**src/popcntPkg.sv**
```systemverilog
/*
  Shared constants and the command type of the issue-queue slot allocator.
  Modules refer to these through scoped names.
*/

package popcntPkg;

  // number of issue-queue slots tracked by the occupancy bitmap.
  localparam int QueueDepth = 16;

  // widest dispatch group, one slot per lane.
  localparam int DispatchWidth = 3;

  // command carried with every request.
  typedef enum logic [1:0]
  {
    opNop      = 2'b00,
    opDispatch = 2'b01,
    opFlush    = 2'b10
  } allocOpE;

endpackage

```
**src/allocTop.sv**
```systemverilog
/*
  Top level of the issue-queue slot allocator.
  Connects the lane counter, the free-slot counters, the picker and the bitmap.
*/

module allocTop
#(
  parameter int QueueDepth = popcntPkg::QueueDepth
)
(
  input  logic                                clk,
  input  logic                                rstN,
  input  logic                                reqValid,
  input  popcntPkg::allocOpE                  reqOp,
  input  logic [popcntPkg::DispatchWidth-1:0] reqLanes,
  output logic                                reqReady,
  output logic [QueueDepth-1:0]               grantMask,
  input  logic [QueueDepth-1:0]               releaseMask,
  output logic [QueueDepth:0]                 freeCountOh,
  output logic [QueueDepth:1]                 freeAtLeast
);

  logic [popcntPkg::DispatchWidth:0] laneCountOh;
  logic [QueueDepth-1:0]             freeMask;
  logic [QueueDepth-1:0]             pickMask;

  popcnt3 laneCount_i (.bits(reqLanes), .cnt(laneCountOh));

  // both free-slot counters look at the registered bitmap.
  popcnt16       freeCount_i   (.bits(freeMask), .cnt(freeCountOh));
  popcnt16OrMore freeAtLeast_i (.bits(freeMask), .cnt(freeAtLeast));

  slotPicker #(.QueueDepth(QueueDepth)) picker_i
  (
    .freeMask  (freeMask),
    .laneCount (laneCountOh),
    .pickMask  (pickMask)
  );

  issueQueueAlloc #(.QueueDepth(QueueDepth)) alloc_i
  (
    .clk         (clk),
    .rstN        (rstN),
    .reqValid    (reqValid),
    .reqOp       (reqOp),
    .freeCountOh (freeCountOh),
    .freeAtLeast (freeAtLeast),
    .laneCountOh (laneCountOh),
    .pickMask    (pickMask),
    .releaseMask (releaseMask),
    .reqReady    (reqReady),
    .grantMask   (grantMask),
    .freeMask    (freeMask)
  );

endmodule

```
**src/issueQueueAlloc.sv**
```systemverilog
/*
  Occupancy bitmap and acceptance logic of the issue-queue slot allocator.
  Grants are combinational; the bitmap follows on the next rising edge.
*/

module issueQueueAlloc
#(
  parameter int QueueDepth = popcntPkg::QueueDepth
)
(
  input  logic                              clk,
  input  logic                              rstN,
  input  logic                              reqValid,
  input  popcntPkg::allocOpE                reqOp,
  input  logic [QueueDepth:0]               freeCountOh,
  input  logic [QueueDepth:1]               freeAtLeast,
  input  logic [popcntPkg::DispatchWidth:0] laneCountOh,
  input  logic [QueueDepth-1:0]             pickMask,
  input  logic [QueueDepth-1:0]             releaseMask,
  output logic                              reqReady,
  output logic [QueueDepth-1:0]             grantMask,
  output logic [QueueDepth-1:0]             freeMask
);

  logic [QueueDepth-1:0] occupied;
  logic                  isDispatch;
  logic                  isFlush;
  logic                  groupFits;
  logic                  accept;

  assign isDispatch = (reqOp == popcntPkg::opDispatch);
  assign isFlush    = (reqOp == popcntPkg::opFlush);

  // the thermometer bit at the one-hot lane count tells whether enough slots are free.
  // a full queue can only take an empty group.
  assign groupFits = laneCountOh[0] |
                     (~freeCountOh[0] &
                      (|(laneCountOh[popcntPkg::DispatchWidth:1] &
                         freeAtLeast[popcntPkg::DispatchWidth:1])));

  assign reqReady = ~isDispatch | groupFits; // nop and flush are always taken.
  assign accept   = reqValid & reqReady;

  assign grantMask = (accept && isDispatch) ? pickMask : '0;

  always_ff @(posedge clk)
  begin
    if (!rstN)
      occupied <= '0;
    else if (accept && isFlush)
      occupied <= '0;
    else
      occupied <= (occupied | grantMask) & ~releaseMask;
  end

  assign freeMask = ~occupied; // feeds the counters and the picker.

endmodule

```
**src/popcntLeaf.sv**
```systemverilog
/*
  Table-driven population counters that form the leaves of the counter trees.
  Results are one-hot counts, or thermometers for the "or more" variant.
*/

module popcnt3
(
  input  logic [2:0] bits,
  output logic [3:0] cnt
);

  always_comb
  begin
    case (bits)
      3'b000: cnt = 4'b0001;
      3'b001, 3'b010, 3'b100: cnt = 4'b0010;
      3'b011, 3'b101, 3'b110: cnt = 4'b0100;
      3'b111: cnt = 4'b1000;
    endcase
  end

endmodule

module popcnt5
(
  input  logic [4:0] bits,
  output logic [5:0] cnt
);

  always_comb
  begin
    case (bits)
      5'b00000: cnt = 6'b000001;
      5'b00001, 5'b00010, 5'b00100, 5'b01000, 5'b10000:
        cnt = 6'b000010;
      5'b00011, 5'b00101, 5'b00110, 5'b01001, 5'b01010,
      5'b01100, 5'b10001, 5'b10010, 5'b10100, 5'b11000:
        cnt = 6'b000100;
      5'b00111, 5'b01011, 5'b01101, 5'b01110, 5'b10011,
      5'b10101, 5'b10110, 5'b11001, 5'b11010, 5'b11100:
        cnt = 6'b001000;
      5'b01111, 5'b10111, 5'b11011, 5'b11101, 5'b11110:
        cnt = 6'b010000;
      5'b11111: cnt = 6'b100000;
    endcase
  end

endmodule

module popcnt6
(
  input  logic [5:0] bits,
  output logic [6:0] cnt
);

  // patterns are grouped by the number of set bits.
  always_comb
  begin
    case (bits)
      6'b000000: cnt = 7'b0000001;
      6'b000001, 6'b000010, 6'b000100, 6'b001000, 6'b010000, 6'b100000:
        cnt = 7'b0000010;
      6'b000011, 6'b000101, 6'b000110, 6'b001001, 6'b001010,
      6'b001100, 6'b010001, 6'b010010, 6'b010100, 6'b011000,
      6'b100001, 6'b100010, 6'b100100, 6'b101000, 6'b110000:
        cnt = 7'b0000100;
      6'b000111, 6'b001011, 6'b001101, 6'b001110, 6'b010011,
      6'b010101, 6'b010110, 6'b011001, 6'b011010, 6'b011100,
      6'b100011, 6'b100101, 6'b100110, 6'b101001, 6'b101010,
      6'b101100, 6'b110001, 6'b110010, 6'b110100, 6'b111000:
        cnt = 7'b0001000;
      6'b001111, 6'b010111, 6'b011011, 6'b011101, 6'b011110,
      6'b100111, 6'b101011, 6'b101101, 6'b101110, 6'b110011,
      6'b110101, 6'b110110, 6'b111001, 6'b111010, 6'b111100:
        cnt = 7'b0010000;
      6'b011111, 6'b101111, 6'b110111, 6'b111011, 6'b111101, 6'b111110:
        cnt = 7'b0100000;
      6'b111111: cnt = 7'b1000000;
    endcase
  end

endmodule

module popcnt5OrMore
(
  input  logic [4:0] bits,
  output logic [5:1] cnt
);

  // bit k of the result is set when at least k inputs are set.
  always_comb
  begin
    case (bits)
      5'b00000: cnt = 5'b00000;
      5'b00001, 5'b00010, 5'b00100, 5'b01000, 5'b10000:
        cnt = 5'b00001;
      5'b00011, 5'b00101, 5'b00110, 5'b01001, 5'b01010,
      5'b01100, 5'b10001, 5'b10010, 5'b10100, 5'b11000:
        cnt = 5'b00011;
      5'b00111, 5'b01011, 5'b01101, 5'b01110, 5'b10011,
      5'b10101, 5'b10110, 5'b11001, 5'b11010, 5'b11100:
        cnt = 5'b00111;
      5'b01111, 5'b10111, 5'b11011, 5'b11101, 5'b11110:
        cnt = 5'b01111;
      5'b11111: cnt = 5'b11111;
    endcase
  end

endmodule

```
**src/popcntTree.sv**
```systemverilog
/*
  Wider population counters composed from the leaf tables.
  The low half's one-hot count steers a shifted copy of the high half's result.
*/

module popcnt10
(
  input  logic [9:0]  bits,
  output logic [10:0] cnt
);

  logic [5:0] cntA;
  logic [5:0] cntB;

  popcnt5 cntA_i (.bits(bits[4:0]), .cnt(cntA));
  popcnt5 cntB_i (.bits(bits[9:5]), .cnt(cntB));

  // exactly one term survives since cntA is one-hot.
  always_comb
  begin
    cnt = '0;
    for (int i = 0; i < 6; i++)
    begin
      if (cntA[i])
        cnt = cnt | (11'(cntB) << i);
    end
  end

endmodule

module popcnt16
(
  input  logic [15:0] bits,
  output logic [16:0] cnt
);

  logic [6:0]  cntA;
  logic [10:0] cntB;

  popcnt6  cntA_i (.bits(bits[5:0]),  .cnt(cntA));
  popcnt10 cntB_i (.bits(bits[15:6]), .cnt(cntB));

  always_comb
  begin
    cnt = '0;
    for (int i = 0; i < 7; i++)
    begin
      if (cntA[i])
        cnt = cnt | (17'(cntB) << i);
    end
  end

endmodule

module popcnt10OrMore
(
  input  logic [9:0]  bits,
  output logic [10:1] cnt
);

  logic [5:0] cntA;
  logic [5:1] cntB;

  popcnt5       cntA_i (.bits(bits[4:0]), .cnt(cntA));
  popcnt5OrMore cntB_i (.bits(bits[9:5]), .cnt(cntB));

  // the low half already reaches every threshold up to its own count.
  always_comb
  begin
    cnt = '0;
    for (int i = 0; i < 6; i++)
    begin
      if (cntA[i])
        cnt = cnt | (10'(cntB) << i) | ((10'd1 << i) - 10'd1);
    end
  end

endmodule

module popcnt16OrMore
(
  input  logic [15:0] bits,
  output logic [16:1] cnt
);

  logic [6:0]  cntA;
  logic [10:1] cntB;

  popcnt6        cntA_i (.bits(bits[5:0]),  .cnt(cntA));
  popcnt10OrMore cntB_i (.bits(bits[15:6]), .cnt(cntB));

  always_comb
  begin
    cnt = '0;
    for (int i = 0; i < 7; i++)
    begin
      if (cntA[i])
        cnt = cnt | (16'(cntB) << i) | ((16'd1 << i) - 16'd1); // shift, then fill below.
    end
  end

endmodule

```
**src/slotPicker.sv**
```systemverilog
/*
  Picks the lowest-indexed free queue slots, one per requested dispatch lane.
  Purely combinational, one find-first-set stage per lane.
*/

module slotPicker
#(
  parameter int QueueDepth = popcntPkg::QueueDepth
)
(
  input  logic [QueueDepth-1:0]              freeMask,
  input  logic [popcntPkg::DispatchWidth:0]  laneCount,
  output logic [QueueDepth-1:0]              pickMask
);

  logic [popcntPkg::DispatchWidth-1:0] needStage;
  logic [QueueDepth-1:0]               remaining;
  logic [QueueDepth-1:0]               lowest;

  // stage s is used when more than s lanes ask for a slot.
  always_comb
  begin
    for (int s = 0; s < popcntPkg::DispatchWidth; s++)
    begin
      needStage[s] = 1'b0;
      for (int k = s + 1; k <= popcntPkg::DispatchWidth; k++)
        needStage[s] = needStage[s] | laneCount[k];
    end
  end

  always_comb
  begin
    remaining = freeMask;
    lowest    = '0;
    pickMask  = '0;
    for (int s = 0; s < popcntPkg::DispatchWidth; s++)
    begin
      lowest = remaining & (~remaining + 1'b1); // isolate the lowest free slot.
      if (needStage[s])
        pickMask = pickMask | lowest;
      remaining = remaining & ~lowest;
    end
  end

endmodule
```
**config.mk**
```make
export PLATFORM = sky130hd
export DESIGN_NAME = allocTop
export DESIGN_NICKNAME = d
export VERILOG_FILES = /design/src/popcntPkg.sv /design/src/allocTop.sv /design/src/issueQueueAlloc.sv /design/src/popcntLeaf.sv /design/src/popcntTree.sv /design/src/slotPicker.sv
export SDC_FILE = /design/constraint.sdc
export NUM_CORES = 1
export LEC_CHECK = 0
export BUFFER_PORTS_ARGS = -buffer_cell sky130_fd_sc_hd__buf_4
export CAP_MARGIN = 0
export CORE_UTILIZATION = 50
export DETAILED_ROUTE_END_ITERATION = 8
export MAX_ROUTING_LAYER = met4
export PLACE_DENSITY_LB_ADDON = 0.05
export RECOVER_POWER = 50
export SYNTH_ARGS = -nofsm -noshare
export SYNTH_HDL_FRONTEND = slang
export SYNTH_SLANG_ARGS = --single-unit
```
**constraint.sdc**
```tcl
create_clock -name clk -period 5 [get_ports clk]
set_input_delay 1 -clock clk [delete_from_list [all_inputs] [get_ports clk]]
set_output_delay 1 -clock clk [all_outputs]
set_load 0.005 [all_outputs]
```
# Word level (Yosys, flattened, before mapping)
# Memory sizes are Yosys's and may differ from the RTL's.
# Cells that the tools add are included.
# classes
div_mod_pow	0
n_eq_ne	2
shift	0
bitwise_logic	49
n_mux	30
multipliers	0
n_reduce_logical	4
n_addsub	3
n_lt_le_gt_ge	0
# op_table
operator	n
$mux W16	10
$not A16 Y16	7
$mux W17	6
$and A16 B16 Y16	6
$mux W11	6
$or A16 B16 Y16	4
$mux W10	6
$add A16 B1 Y16 const B	3
$or A17 B12 Y17	1
$or A17 B13 Y17	1
$or A17 B14 Y17	1
$or A17 B15 Y17	1
$or A17 B16 Y17	1
$or A17 B17 Y17	1
$or A16 B11 Y16	1
$or A16 B12 Y16	1
$or A16 B13 Y16	1
$or A16 B14 Y16	1
$or A16 B15 Y16	1
$or A11 B10 Y11	1
$or A11 B11 Y11	1
$or A11 B8 Y11	1
$or A11 B9 Y11	1
$or A10 B10 Y10	1
other kinds (16)	24
# totals
output_inout_bits	50
latchBits	0
ramBits	0
input_bits	24
mem_count	7
elab_cells	96
romBits	1664
ff_bits	16
# memory_table
name	depth	word_bits	rd	rd_clocked_by_memory_dff	write_ports	line_no	source
(name not given)	64	7	1	0	0	popcntLeaf.sv:59	case (bits)
(name not given)	64	7	1	0	0	popcntLeaf.sv:59	
(name not given)	32	6	1	0	0	popcntLeaf.sv:32	case (bits)
(name not given)	32	6	1	0	0	popcntLeaf.sv:32	
(name not given)	32	6	1	0	0	popcntLeaf.sv:32	
(name not given)	32	5	1	0	0	popcntLeaf.sv:93	case (bits)
1 more memories	n/a	n/a	n/a	n/a	n/a	n/a	

# Longest topological paths before layout
# An unclocked memory read counts as a cell.
# depth
depth_word	36
depth_mapped	14
depth_no_buf	10

# Modules after synthesis
# Synthesis repeated with hierarchy kept, for this count alone.
# hier_totals
cells_unflattened	712
hier_area_um2	5221.3
# modules_own_cells
module	seq_area_each_um2	instances	cells_per_inst	area_each_um2
slotPicker	0.0	1	193	1285.0
issueQueueAlloc	320.3	1	131	1003.5
popcnt6	0.0	2	54	411.6
popcnt5	0.0	3	33	270.3
popcnt16OrMore	0.0	1	56	404.1
popcnt16	0.0	1	55	394.1
popcnt10OrMore	0.0	1	25	181.4
popcnt10	0.0	1	24	166.4
popcnt5OrMore	0.0	1	13	81.3
popcnt3	0.0	1	8	71.3

# Least setup slack after synthesis
# No wires, ideal clock.
# synth_path
path_kind	input to output
startpoint	input reqLanes[2] (netlist name)
endpoint	output grantMask[10]
setup_slack_ns	1.115
required_time_ns	4.000
path_stages	9
arrival_time_ns	2.885
n_path_buf	1
path_cell_list	clkbuf_1 nand2_1 a31oi_1 o221ai_1 a2111oi_4 nand2_1 mux2_2 mux2_2 nor3_1
# synth_via
elab_chain_len	9
elab_cells_between_ends	17
cone_classes	mux: 4; bitwise: 10; reduce/logical: 2; memory: 1
# synth_rtl
item	line_no	source
start, declared	allocTop.sv:15	input logic [popcntPkg::DispatchWidth-1:0] reqLanes,
$mem_v2 Z8 W4 *	n/a	
$or A1 B1 Y1 / $and A3 B3 Y3 (equally long branches)	slotPicker.sv:27, issueQueueAlloc.sv:38	
$or A1 B1 Y1 / $reduce_or A3 Y1 (equally long branches)	slotPicker.sv:27, issueQueueAlloc.sv:38	
$mux W16 / $and A1 B1 Y1 (equally long branches)	slotPicker.sv:39, issueQueueAlloc.sv:37	
$or A16 B16 Y16 / $or A1 B1 Y1 (equally long branches)	slotPicker.sv:40, issueQueueAlloc.sv:36	
$mux W16 / $or A1 B1 Y1 (equally long branches)	slotPicker.sv:39, issueQueueAlloc.sv:41	
$or A16 B16 Y16 / $and A1 B1 Y1 (equally long branches)	slotPicker.sv:40, issueQueueAlloc.sv:42	
$mux W16 / $logic_and A1 B1 Y1 (equally long branches)	slotPicker.sv:39, issueQueueAlloc.sv:44	
$mux W16 *	issueQueueAlloc.sv:44	assign grantMask = (accept && isDispatch) ? pickMask : '0;
end, declared	allocTop.sv:17	output logic [QueueDepth-1:0] grantMask,
# Every way passes the cells marked *; elsewhere a longest branch is shown, timed or not.

# Final worst setup path
# layout_path
startpoint	register alloc_i.occupied[0]
endpoint	output grantMask[15]
# layout_via
elab_chain_len	22
elab_cells_between_ends	52
cone_classes	add/sub: 3; mux: 18; bitwise: 27; reduce/logical: 2; memory: 2
# layout_rtl
item	line_no	source
start, declared	issueQueueAlloc.sv:25	logic [QueueDepth-1:0] occupied;
start signal, assigned	issueQueueAlloc.sv:53	occupied <= (occupied | grantMask) & ~releaseMask;
$not A16 Y16 *	issueQueueAlloc.sv:56	assign freeMask = ~occupied;
branches (longest 20 deep; another with $add A16 B1 Y16)	n/a	
$mux W16 *	issueQueueAlloc.sv:44	
# Mark *: on every way between the ends.

==> metrics.yaml <==
synth:
  syn_area_per_cell_um2: 6.99
  synth_xor_area_share_pct: 1.59
  yosysSeqAreaShare_pct: 7.39
  synth_top_family_by_area: "compound AO/OA/AOI/OAI gates"
  synth_simple_gate_area_share_pct: 29.9
  synth_mux_area_share_pct: 3.84
  yosys_warnings: 0
  synth_area_leaders: "dfxtp_1 7.4%, nand2_1 5.5%, nor2_1 4.6%"
  synth_seq_cells: 16
  synth_nets: 655
  yosysTopAreaCellShare_pct: 7.39
  synth_edf_count: 0
  synth_flop_cell: "dfxtp_1"
  postSynthCellCount: 620
  synthArstFlopShare_pct: 0
  synth_compound_area_share_pct: 43.7
  yosys.area.top_type: "dfxtp_1"
  ys_types: 85
  synthAdderAreaFrac_pct: 4.16
  synthesis.area_mm2: 0.00433
hold_path:
  hold_class: "register to register"
timing:
  fmax_ghz: 0.206
  post-route-period-util_pct: 97.0
  fin_worst_skew_ps: 7.95
  finalCriticalPeriod_ps: 4850
  finalSetupTns_ps: 0
  slew_viol_final: 0
  setup_viol: 0
  rsz0062_at_grt: "no"
  hold-worst-slack_ps: 671
  max_slew_margin_pct: 24.5
  tightest_slew_ps: 1130
  fin_ws_ps: 151
  report.final.hold_viol_count: 0
global_route:
  grt_max_degree: 30
  antenna_found_initial: 0
  first_global_vias: 4669
  grt_usage_pct: 34.4
  grt_overflow_total: 0
  grt_pass1_wl_um: 24100
cells_and_area:
  final_cells: 772
  top_register: "alloc_i.occupied"
  fin_util_pct: 59.9
  final_layout_size_suffix_gt1_share_pct: 21.7
  n_antenna_cell: 0
  nNetsFinal: 703
  largest_reg_flops: 16
  nFillCells: 790
  layout_commonest_cell: "buf_4"
  final_cell_mix: "89 x buf_4, 64 x nand2_1, 53 x nor2_1"
  final_area_mm2: 0.00497
  area_growth_pct: 14.8
  reg.largest.list: "alloc_i.occupied: 16 flops"
setup_path:
  critPathKind: "register to output port"
  endpoint_kind: "output port"
  crit_chain: "ha_2, and4_1, a41oi_1, or3_1, or4_1, or2_1, mux2i_1, a32oi_1, nor4_1, buf_4"
  crit_family: "simple AND/OR/NAND/NOR gates"
  worstPathMaxFanout: 11
  cp_data_arrival_time_ps: 3850
  cpPeakStageDelay_ps: 600
  crit_slowest_cell: "or4_1"
  cp_num_buf_inv: 1
  worst_ep_required_time_ps: 4000
  cp-start-kind: "register"
job:
  cap_violations: 0
pwr:
  cellPowerDensity_mw_per_mm2: 70.4
  p_total_mw: 0.350
  leakagePower_nw: 1.80
  vdd_ir_drop_max_mv: 0.112
die:
  chipHeight_um: 95.1
  die_w_um: 95.1
  rows: 33
  start_util_pct: 52.2
  core_area_mm2: 0.00830
  die_area_mm2: 0.00904
  ios: 74
placement:
  post-place-cells: 767
  routabilityCongestion: 0.978
  place_area_mm2: 0.00490
  io_buffer_count: 73
  dpl_worst_slack_ps: 355
  hpwl_um: 11800
detailed_routing:
  totalWireLength_um: 15500
  viasPerCell: 7.13
  dr.first_iter.drc_count: 668
  firstDrtPassIters: 9
  drc: 0
  routed-via-count: 5501
  avgRoutedWirePerCell_um: 20.1
  ant_nets: 0
clocking:
  postCtsHoldBufs: 0
  cts_buffers: 3
  cts_buffer_depth: 2
  clk_pin_slew_worst_paths_ps: 70
  cts_root_buffer: "clkbuf_8"
  cts.sink_count: 16
  htree_levels: 1
  cts_tree: "built"
  clk_latency_ps: 270
status:
  status: "finished clean"
-- worst min-delay path, delay by kind of cell (launching register included) --
family	cells	cell delay (ps)
DFF	1	380
AOI/OAI and AO/OA	1	100
buffers and inverters	1	140
-- logic make-up after synthesis --
logic type,after synthesis
simple gates,250
compound gates,238
buf+inv,78
mux,16
flops,16
fa+ha+maj,15
xor+xnor,7
-- synth_stat cells, types with 7 or more instances --
master	n
mux2i_1	11
nand2_1	64
a22o_1	7
or3_1	14
o22ai_1	14
a221oi_1	14
nor3_1	21
clkbuf_1	20
a211oi_1	8
buf_6	8
buf_4	8
a21oi_1	30
nor2_1	53
o21ai_0	25
o211ai_1	12
nand3_1	24
a222oi_1	14
o221ai_1	11
a22oi_1	14
nand4b_1	7
a31oi_1	7
buf_2	18
nand4_1	12
o32ai_1	7
ha_1	11
dfxtp_1	16
nand2b_1	11
inv_1	21
-- power breakdown --
| group | switching [mW] | leakage, nW | internal (mW) |
|---|---|---|---|
| clock | 0.0579 | 0.0288 | 0.0703 |
| combinational | 0.0559 | 1.64 | 0.0377 |
| sequential | 0.000694 | 0.129 | 0.128 |
| total | 0.114 | 1.80 | 0.235 |
-- per-layer routing --
layer	global-route usage (%)	wire length, µm	vias up
met4	11.2	365	0
li1	-	-	2568
met3	3.43	1400	34
met2	54.3	7100	336
met5	-	0	-
met1	45.9	6620	2563
-- repair_timing --
action,4_1_cts,5_1_grt
gates resized for setup,0,6
setup buffers,0,1
endpoints found under the setup margin,0,13
-- path summary, 6_finish.rpt --
check	startpoint	end	slack, ps	cells after the start
max	alloc_i.occupied[0]	grantMask[15]	150	10
min	alloc_i.occupied[1]	alloc_i.occupied[1]	670	2
max reg2reg	alloc_i.occupied[7]	alloc_i.occupied[6]	1430	11
min reg2reg	alloc_i.occupied[1]	alloc_i.occupied[1]	670	2
-- final cells by class --
cell class                 instances  area (µm²)  area share (%)
inverter                          21        78.8            1.59
timing repair buffer             100         759            15.3
sequential                        16         322            6.47
clock buffer                       4        55.1            1.11
multi-input combinational        526        3630            72.9
tap                              105         131            2.64
Note: power is estimated with default switching activity, not from simulation.
